[src/wb_pkg.sv]
`default_nettype none

package wb_pkg;

	typedef logic [15:0] word_t;
	typedef logic [2:0] reg_addr_t;
	typedef logic [4:0] opcode_t;

	// Where the written value comes from
	typedef enum logic [1:0]
	{
		WB_SRC_ALU   = 2'b00,
		WB_SRC_MEM   = 2'b01,
		WB_SRC_PC    = 2'b10,
		WB_SRC_FLAGS = 2'b11
	} wb_src_t;

	// I-format ALU
	localparam opcode_t OP_ADDI      = 5'b01000;
	localparam opcode_t OP_SUBI      = 5'b01001;
	localparam opcode_t OP_XORI      = 5'b01010;
	localparam opcode_t OP_ANDNI     = 5'b01011;
	localparam opcode_t OP_ROLI      = 5'b10100;
	localparam opcode_t OP_SLLI      = 5'b10101;
	localparam opcode_t OP_RORI      = 5'b10110;
	localparam opcode_t OP_SRLI      = 5'b10111;

	// R-format, function field picks the operation
	localparam opcode_t OP_ALU_ARITH = 5'b11011;
	localparam opcode_t OP_ALU_SHIFT = 5'b11010;
	localparam opcode_t OP_BTR       = 5'b11001;
	localparam opcode_t OP_SEQ       = 5'b11100;
	localparam opcode_t OP_SLT       = 5'b11101;
	localparam opcode_t OP_SLE       = 5'b11110;
	localparam opcode_t OP_SCO       = 5'b11111;

	localparam opcode_t OP_LBI       = 5'b11000;
	localparam opcode_t OP_SLBI      = 5'b10010;
	localparam opcode_t OP_LD        = 5'b10001;
	localparam opcode_t OP_STU       = 5'b10011;
	localparam opcode_t OP_JAL       = 5'b00110;
	localparam opcode_t OP_JALR      = 5'b00111;

	localparam reg_addr_t LINK_REG = 3'd7;

	localparam int FIFO_DEPTH = 4;
	localparam int FIFO_PTR_W = 2;

endpackage

`default_nettype wire
[src/wb_if.sv]
`default_nettype none

// One writeback record, four-phase req/ack
interface wb_if;

	logic              req;
	logic              ack;
	wb_pkg::reg_addr_t dest;
	wb_pkg::word_t     data;

	modport src
	(
		output req,
		output dest,
		output data,
		input  ack
	);

	modport dst
	(
		input  req,
		input  dest,
		input  data,
		output ack
	);

endinterface

`default_nettype wire

[src/wb_top.sv]
`default_nettype none

module wb_top
(
	input  logic              clk,
	input  logic              rst_n,
	input  logic              in_req,
	output logic              in_ack,
	input  wb_pkg::word_t     in_instr,
	input  wb_pkg::word_t     in_alu,
	input  wb_pkg::word_t     in_mem,
	input  wb_pkg::word_t     in_pc,
	input  logic              in_flag,
	input  wb_pkg::reg_addr_t rd_addr,
	output wb_pkg::word_t     rd_data
);

	wb_if cap_q ();
	wb_if fifo_q ();

	wb_capture u_capture
	(
		.clk      (clk),
		.rst_n    (rst_n),
		.in_req   (in_req),
		.in_ack   (in_ack),
		.in_instr (in_instr),
		.in_alu   (in_alu),
		.in_mem   (in_mem),
		.in_pc    (in_pc),
		.in_flag  (in_flag),
		.cap_q    (cap_q.src)
	);

	wb_fifo u_fifo
	(
		.clk   (clk),
		.rst_n (rst_n),
		.push  (cap_q.dst),
		.pop   (fifo_q.src)
	);

	reg_file u_rf
	(
		.clk     (clk),
		.rst_n   (rst_n),
		.wr      (fifo_q.dst),
		.rd_addr (rd_addr),
		.rd_data (rd_data)
	);

endmodule

`default_nettype wire

[src/reg_file.sv]
`default_nettype none

module reg_file
(
	input  logic              clk,
	input  logic              rst_n,
	wb_if.dst                 wr,
	input  wb_pkg::reg_addr_t rd_addr,
	output wb_pkg::word_t     rd_data
);

	localparam int NUM_REGS = 2 ** $bits(wb_pkg::reg_addr_t);

	wb_pkg::word_t regs [NUM_REGS];

	always_ff @(posedge clk)
	begin
		if (!rst_n)
		begin
			for (int i = 0; i < NUM_REGS; i++)
				regs[i] <= '0;
			wr.ack <= 1'b0;
		end
		else if (wr.req && !wr.ack)
		begin
			// One write per handshake, on the new request
			regs[wr.dest] <= wr.data;
			wr.ack <= 1'b1;
		end
		else if (!wr.req && wr.ack)
			wr.ack <= 1'b0;
	end

	assign rd_data = regs[rd_addr];

	a_ack_follows_req: assert property (@(posedge clk) disable iff (!rst_n)
		wr.ack |-> $past(wr.req))
		else $error("reg_file ack without a preceding request");

endmodule

`default_nettype wire

[src/wb_fifo.sv]
`default_nettype none

module wb_fifo
(
	input  logic clk,
	input  logic rst_n,
	wb_if.dst    push,
	wb_if.src    pop
);

	typedef logic [wb_pkg::FIFO_PTR_W-1:0] ptr_t;
	typedef logic [wb_pkg::FIFO_PTR_W:0]   count_t;

	typedef enum logic {IN_IDLE, IN_ACK} in_state_t;
	typedef enum logic [1:0] {OUT_IDLE, OUT_REQ, OUT_WAIT} out_state_t;

	wb_pkg::reg_addr_t dest_mem [wb_pkg::FIFO_DEPTH];
	wb_pkg::word_t     data_mem [wb_pkg::FIFO_DEPTH];

	ptr_t       wr_ptr;
	ptr_t       rd_ptr;
	count_t     count;
	logic       full;
	logic       empty;
	logic       do_write;
	logic       do_read;
	in_state_t  in_state;
	out_state_t out_state;

	assign full = (count == count_t'(wb_pkg::FIFO_DEPTH));
	assign empty = (count == '0);

	// Full FIFO holds off the ack
	assign do_write = (in_state == IN_IDLE) && push.req && !full;
	assign do_read = (out_state == OUT_REQ) && pop.ack;

	assign push.ack = (in_state == IN_ACK);
	assign pop.req = (out_state == OUT_REQ);
	assign pop.dest = dest_mem[rd_ptr];
	assign pop.data = data_mem[rd_ptr];

	always_ff @(posedge clk)
	begin
		if (do_write)
		begin
			dest_mem[wr_ptr] <= push.dest;
			data_mem[wr_ptr] <= push.data;
		end
	end

	always_ff @(posedge clk)
	begin
		if (!rst_n)
		begin
			in_state <= IN_IDLE;
			out_state <= OUT_IDLE;
			wr_ptr <= '0;
			rd_ptr <= '0;
			count <= '0;
		end
		else
		begin
			if (do_write)
			begin
				wr_ptr <= wr_ptr + ptr_t'(1);
				in_state <= IN_ACK;
			end
			else if ((in_state == IN_ACK) && !push.req)
				in_state <= IN_IDLE;

			case (out_state)
				OUT_IDLE:
					if (!empty)
						out_state <= OUT_REQ;
				OUT_REQ:
					if (pop.ack)
					begin
						rd_ptr <= rd_ptr + ptr_t'(1);
						out_state <= OUT_WAIT;
					end
				default:
					if (!pop.ack)
						out_state <= OUT_IDLE;
			endcase

			count <= count + count_t'(do_write) - count_t'(do_read);
		end
	end

	a_no_overflow: assert property (@(posedge clk) disable iff (!rst_n)
		count <= count_t'(wb_pkg::FIFO_DEPTH))
		else $error("FIFO written while full");

	a_no_underflow: assert property (@(posedge clk) disable iff (!rst_n)
		pop.req |-> !empty)
		else $error("FIFO read while empty");

endmodule

`default_nettype wire

[src/wb_capture.sv]
`default_nettype none

module wb_capture
(
	input  logic          clk,
	input  logic          rst_n,
	input  logic          in_req,
	output logic          in_ack,
	input  wb_pkg::word_t in_instr,
	input  wb_pkg::word_t in_alu,
	input  wb_pkg::word_t in_mem,
	input  wb_pkg::word_t in_pc,
	input  logic          in_flag,
	wb_if.src             cap_q
);

	typedef enum logic [1:0] {IDLE, PUSH, WAIT_ACK_LOW, DONE} cap_state_t;

	cap_state_t        state;
	wb_pkg::reg_addr_t wb_dest;
	logic              wb_write;
	wb_pkg::wb_src_t   wb_sel;
	wb_pkg::word_t     sel_data;
	logic              start_push;

	writebackcontrol u_ctrl
	(
		.instr         (in_instr),
		.reg_write     (wb_dest),
		.write_reg     (wb_write),
		.write_reg_sel (wb_sel)
	);

	always_comb
	begin
		case (wb_sel)
			wb_pkg::WB_SRC_MEM:   sel_data = in_mem;
			// Return address is the next instruction
			wb_pkg::WB_SRC_PC:    sel_data = in_pc + wb_pkg::word_t'(2);
			wb_pkg::WB_SRC_FLAGS: sel_data = wb_pkg::word_t'(in_flag);
			default:              sel_data = in_alu;
		endcase
	end

	assign start_push = (state == IDLE) && in_req && wb_write;

	always_ff @(posedge clk)
	begin
		if (start_push)
		begin
			cap_q.dest <= wb_dest;
			cap_q.data <= sel_data;
		end
	end

	always_ff @(posedge clk)
	begin
		if (!rst_n)
		begin
			state <= IDLE;
			in_ack <= 1'b0;
			cap_q.req <= 1'b0;
		end
		else
		begin
			case (state)
				IDLE:
					if (start_push)
					begin
						cap_q.req <= 1'b1;
						state <= PUSH;
					end
					else if (in_req)
					begin
						// Nothing to write, just retire it
						in_ack <= 1'b1;
						state <= DONE;
					end
				PUSH:
					if (cap_q.ack)
					begin
						cap_q.req <= 1'b0;
						in_ack <= 1'b1;
						state <= WAIT_ACK_LOW;
					end
				WAIT_ACK_LOW:
					if (!cap_q.ack)
						state <= DONE;
				DONE:
					if (!in_req)
					begin
						in_ack <= 1'b0;
						state <= IDLE;
					end
				default:
					state <= IDLE;
			endcase
		end
	end

	// Upstream must hold the instruction until acknowledged
	a_instr_stable: assert property (@(posedge clk) disable iff (!rst_n)
		(in_req && !in_ack) |=> $stable(in_instr))
		else $error("in_instr changed during an open handshake");

endmodule

`default_nettype wire

[src/writeback_control.sv]
`default_nettype none

module writebackcontrol
(
	input  wb_pkg::word_t     instr,
	output wb_pkg::reg_addr_t reg_write,
	output logic              write_reg,
	output wb_pkg::wb_src_t   write_reg_sel
);

	wb_pkg::opcode_t opcode;

	assign opcode = instr[15:11];

	always_comb
	begin
		case (opcode)
			// I-format ALU ops
			wb_pkg::OP_ADDI, wb_pkg::OP_SUBI, wb_pkg::OP_XORI, wb_pkg::OP_ANDNI,
			wb_pkg::OP_ROLI, wb_pkg::OP_SLLI, wb_pkg::OP_RORI, wb_pkg::OP_SRLI:
			begin
				reg_write = instr[7:5];
				write_reg = 1'b1;
				write_reg_sel = wb_pkg::WB_SRC_ALU;
			end

			// R-format arith and shift, plus bit reverse
			wb_pkg::OP_ALU_ARITH, wb_pkg::OP_ALU_SHIFT, wb_pkg::OP_BTR:
			begin
				reg_write = instr[4:2];
				write_reg = 1'b1;
				write_reg_sel = wb_pkg::WB_SRC_ALU;
			end

			// Set-on-compare
			wb_pkg::OP_SEQ, wb_pkg::OP_SLT, wb_pkg::OP_SLE, wb_pkg::OP_SCO:
			begin
				reg_write = instr[4:2];
				write_reg = 1'b1;
				write_reg_sel = wb_pkg::WB_SRC_FLAGS;
			end

			// Rs is also the target here
			wb_pkg::OP_LBI, wb_pkg::OP_SLBI, wb_pkg::OP_STU:
			begin
				reg_write = instr[10:8];
				write_reg = 1'b1;
				write_reg_sel = wb_pkg::WB_SRC_ALU;
			end

			wb_pkg::OP_LD:
			begin
				reg_write = instr[7:5];
				write_reg = 1'b1;
				write_reg_sel = wb_pkg::WB_SRC_MEM;
			end

			// Link address goes to r7
			wb_pkg::OP_JAL, wb_pkg::OP_JALR:
			begin
				reg_write = wb_pkg::LINK_REG;
				write_reg = 1'b1;
				write_reg_sel = wb_pkg::WB_SRC_PC;
			end

			// Branches, jumps, stores, halt, nop
			default:
			begin
				reg_write = '0;
				write_reg = 1'b0;
				write_reg_sel = wb_pkg::WB_SRC_ALU;
			end
		endcase
	end

endmodule

`default_nettype wire

[config.mk]
export PLATFORM = sky130hd
export DESIGN_NAME = wb_top
export DESIGN_NICKNAME = d
export VERILOG_FILES = /design/src/wb_pkg.sv /design/src/wb_if.sv /design/src/wb_top.sv /design/src/reg_file.sv /design/src/wb_fifo.sv /design/src/wb_capture.sv /design/src/writeback_control.sv
export SDC_FILE = /design/constraint.sdc
export NUM_CORES = 1
export LEC_CHECK = 0
export BUFFER_PORTS_ARGS = -buffer_cell sky130_fd_sc_hd__buf_2
export CAP_MARGIN = 0
export CORE_UTILIZATION = 50
export CTS_CLUSTER_SIZE = 14
export DETAILED_ROUTE_END_ITERATION = 16
export PLACE_DENSITY = 0.69
export SLEW_MARGIN = 20
export SYNTH_ARGS = -nofsm -noshare
export SYNTH_HDL_FRONTEND = slang
export SYNTH_SLANG_ARGS = --single-unit
[constraint.sdc]
create_clock -name clk -period 6.15 [get_ports clk]
set_input_delay 0.3075 -clock clk [delete_from_list [all_inputs] [get_ports clk]]
set_output_delay 0.3075 -clock clk [all_outputs]
set_load 0.02 [all_outputs]
==> out/metrics.csv <==
metric,value,unit
Max Slew Vio Count,0,
met3 Use GR,3.16,%
flop-to-flop setup slack,3220,ps
Int Power,2930,uW
drt first pass iters,5,
chip height,148,um
Worst-path clk slew,60,ps
Final #Nets,915,
post-synthesis simple-gate area fraction,10.7,%
first-pass GRT wire length,32700,um
hold endpoint,u_capture.cap_q.dest[0],
Synth Cell Area,10700,um2
setup bufs post-CTS,0,
largest net degree at the start of global routing,36,
f_max,0.341,GHz
CP Buf/Inv Count,1,
die width,148,um
final non-filler cell total,1122,
Synth Flop Type,edfxtp_1,
critical path's top delay family,simple AND/OR/NAND/NOR gates,
# IOs,88,
final setup margin,3220,ps
RSZ-0062 raised after global routing,no,
adder-cell share of the synthesized area,1.82,%
DRC errors left,0,
setup TNS,0,ps
final setup violation count,0,
Layout area overhead,12.9,%
Via-to-Cell Ratio,5.64,
Post-synth EDFFs,223,
Yosys cell types,60,
Clock Path Buffers,3,
CTS Root Cell,clkbuf_16,
Hold Path Origin,in_instr[5],
pre-CTS setup slack,3170,ps
die area,22000,um2
"flops & latches, synth",240,
GRT Overall Usage,18.9,%
IO Port Bufs,85,
most frequent cells in the layout,"edfxtp_1, nor2_1, buf_2",
required time worst endpoint,6300,ps
H-tree depth,1,
Skew-Pair Late Insertion Delay,520,ps
Hold Path Cell Cnt,2,
"Period Utilization, post-route",47.7,%
worst setup path category,reg2reg,
Async SR Flop Fraction,0,%
Cells after Synth,749,
# rows,53,
Power per Cell Area,320,nW/um2
Worst VDD drop,0.221,mV
core area,21000,um2
gpl congestion,0.843,
GRT busiest layer,met2,
Slew headroom,32.8,%
R2R depth,5,
multiplexer share of the synthesized area,12.6,%
cts hold-fix bufs,0,
worst stage delay on the critical path,710,ps
Vias,6325,
Final Hold Viols,0,
Sequential Power Share,51.2,%
largest family of logic cells by synthesized area,multiplexers,
xor-xnor portion of the synthesized cell area,0.900,%
Net Sw Frac,24.2,%
per-cell routed wire length,18.0,um
clock power share,36.8,%
syn nets,835,
worst min path class,in2reg,
Crit Path Max Fanout,35,
status,finished clean,
Psw,937,uW
met2 usage in global routing,33.5,%
M1 GR Usage,23.9,%
number of global-route vias before repair,6525,
"Slowest-stage cell, CP",nand2_1,
CTS Sinks,240,
Max Cap Viol,0,
TritonCTS clock tree,yes,
CP arrival,3080,ps
synth warn,0,
syn avg cell area,14.3,um2
ANT nets after route,0,
combinational power share,12.0,%
crit path time final,2930,ps
worst slew pin tran,1010,ps
sequential element share of the synthesized area,65.8,%
fraction of layout cells with a size suffix above 1,24.6,%
initial DRC count,449,
leakage power,0.00433,uW
"commonest non-fill, non-tap cell in the layout",edfxtp_1,
post-synthesis compound-gate area fraction,5.52,%
cts bufs inserted,25,
nature of the critical path startpoint,flop,
reg-to-reg endpoint,u_rf.regs[4][15],
ant diodes,0,
initial antenna violation count,0,
"critical path, cell by cell",buf_4 > mux4_2 > nor3_4 > nand2_2 > nand2_1,
total grt overflow,0,
CP Capture Type,flop,
Starting Density,50.9,%
WL final,20200,um
Post-CTS Resized,0,
dpl hpwl,13600,um
skew final,25.0,ps
Cells after DPL,1077,
routing by layer:
| metal | vias to the layer above | share of wire (%) |
|---|---|---|
| li1 | 2960 | - |
| met1 | 3059 | 42 |
| met2 | 269 | 49 |
| met3 | 37 | 6.8 |
| met4 | 0 | 2.1 |
| met5 | - | 0 |
state kept, by name, indices dropped and copies added, names as in the netlist, named ones only:
register / cells
u_capture.in_ack: 1
u_fifo.wr_ptr: 2
u_fifo.dest_mem: 12
u_fifo.push.ack: 1
u_fifo.out_state: 2
u_rf.regs: 128
u_capture.cap_q.dest: 3
u_fifo.data_mem: 64
u_capture.cap_q.data: 16
u_capture.cap_q.req: 1
u_rf.wr.ack: 1
u_capture.state: 2
u_fifo.rd_ptr: 2
u_fifo.count: 3
cell type report:
cell class,instances,area (um2)
Fill cell,1592,8940
Sequential cell,240,7040
Multi-Input combinational cell,453,3370
Clock buffer,28,637
Timing Repair Buffer,90,483
Tap cell,275,344
Clock inverter,17,141
Inverter,19,71.3
power groups by stage:
stage               Sequential (uW)  Combinational (uW)  Clock, uW
finish                         1980                 465       1430
floorplan                      1990                 330          0
CTS                            1980                 468       1450
global route                   1990                 509       1500
detailed placement             2010                 464          0
global placement               2000                 439          0
synth_stat cells (all sizes together) (3+ instances only):
cell / count / area [um2]
a21o: 3 / 22.5
a21oi: 8 / 40.0
a221o: 3 / 30.0
a22o: 3 / 26.3
a2bb2oi: 8 / 70.1
and2: 8 / 50.1
and3: 5 / 31.3
buf: 25 / 176
clkbuf: 12 / 45.0
dfxtp: 17 / 340
edfxtp: 223 / 6700
ha: 14 / 175
inv: 19 / 71.3
mux2: 33 / 372
mux2i: 19 / 190
mux4: 35 / 788
nand2: 48 / 215
nand2b: 4 / 25.0
nand3: 11 / 60.1
nand4: 3 / 18.8
nor2: 144 / 541
nor2b: 5 / 36.3
nor3: 9 / 56.3
nor3b: 3 / 22.5
nor4: 5 / 31.3
o21a: 7 / 52.6
o21ai: 34 / 170
xnor2: 7 / 61.3
xor2: 4 / 35.0
per-stage QoR:
stage / utilization [%] / cell area (um2) / total power, uW / hold WS [ps]
finish: 57.5 / 12100 / 3870 / 112
global route: 57.5 / 12100 / 4000 / 120
CTS: 57.5 / 12100 / 3890 / 95.4
detailed placement: 53.8 / 11300 / 2480 / 460
global placement: 53.7 / 11300 / 2440 / 452
floorplan: - / 10700 / 2320 / 430
how the worst max path moves through the flow:
stage	cells after the start	end	from
after floorplan	6	u_rf.regs[0][0]	flop
after global placement	5	u_rf.regs[6][3]	flop
after detailed placement	5	u_rf.regs[4][3]	flop
after CTS	5	u_rf.regs[4][15]	flop
after global routing	5	u_rf.regs[4][5]	flop
final	5	u_rf.regs[4][15]	flop
cell families after synthesis:
| kind of cell | count (synthesis) |
|---|---|
| simple gates | 252 |
| flops | 240 |
| compound gates | 88 |
| mux | 87 |
| buf+inv | 56 |
| fa+ha+maj | 15 |
| xor+xnor | 11 |
Note: power is estimated with default switching activity, not from simulation.
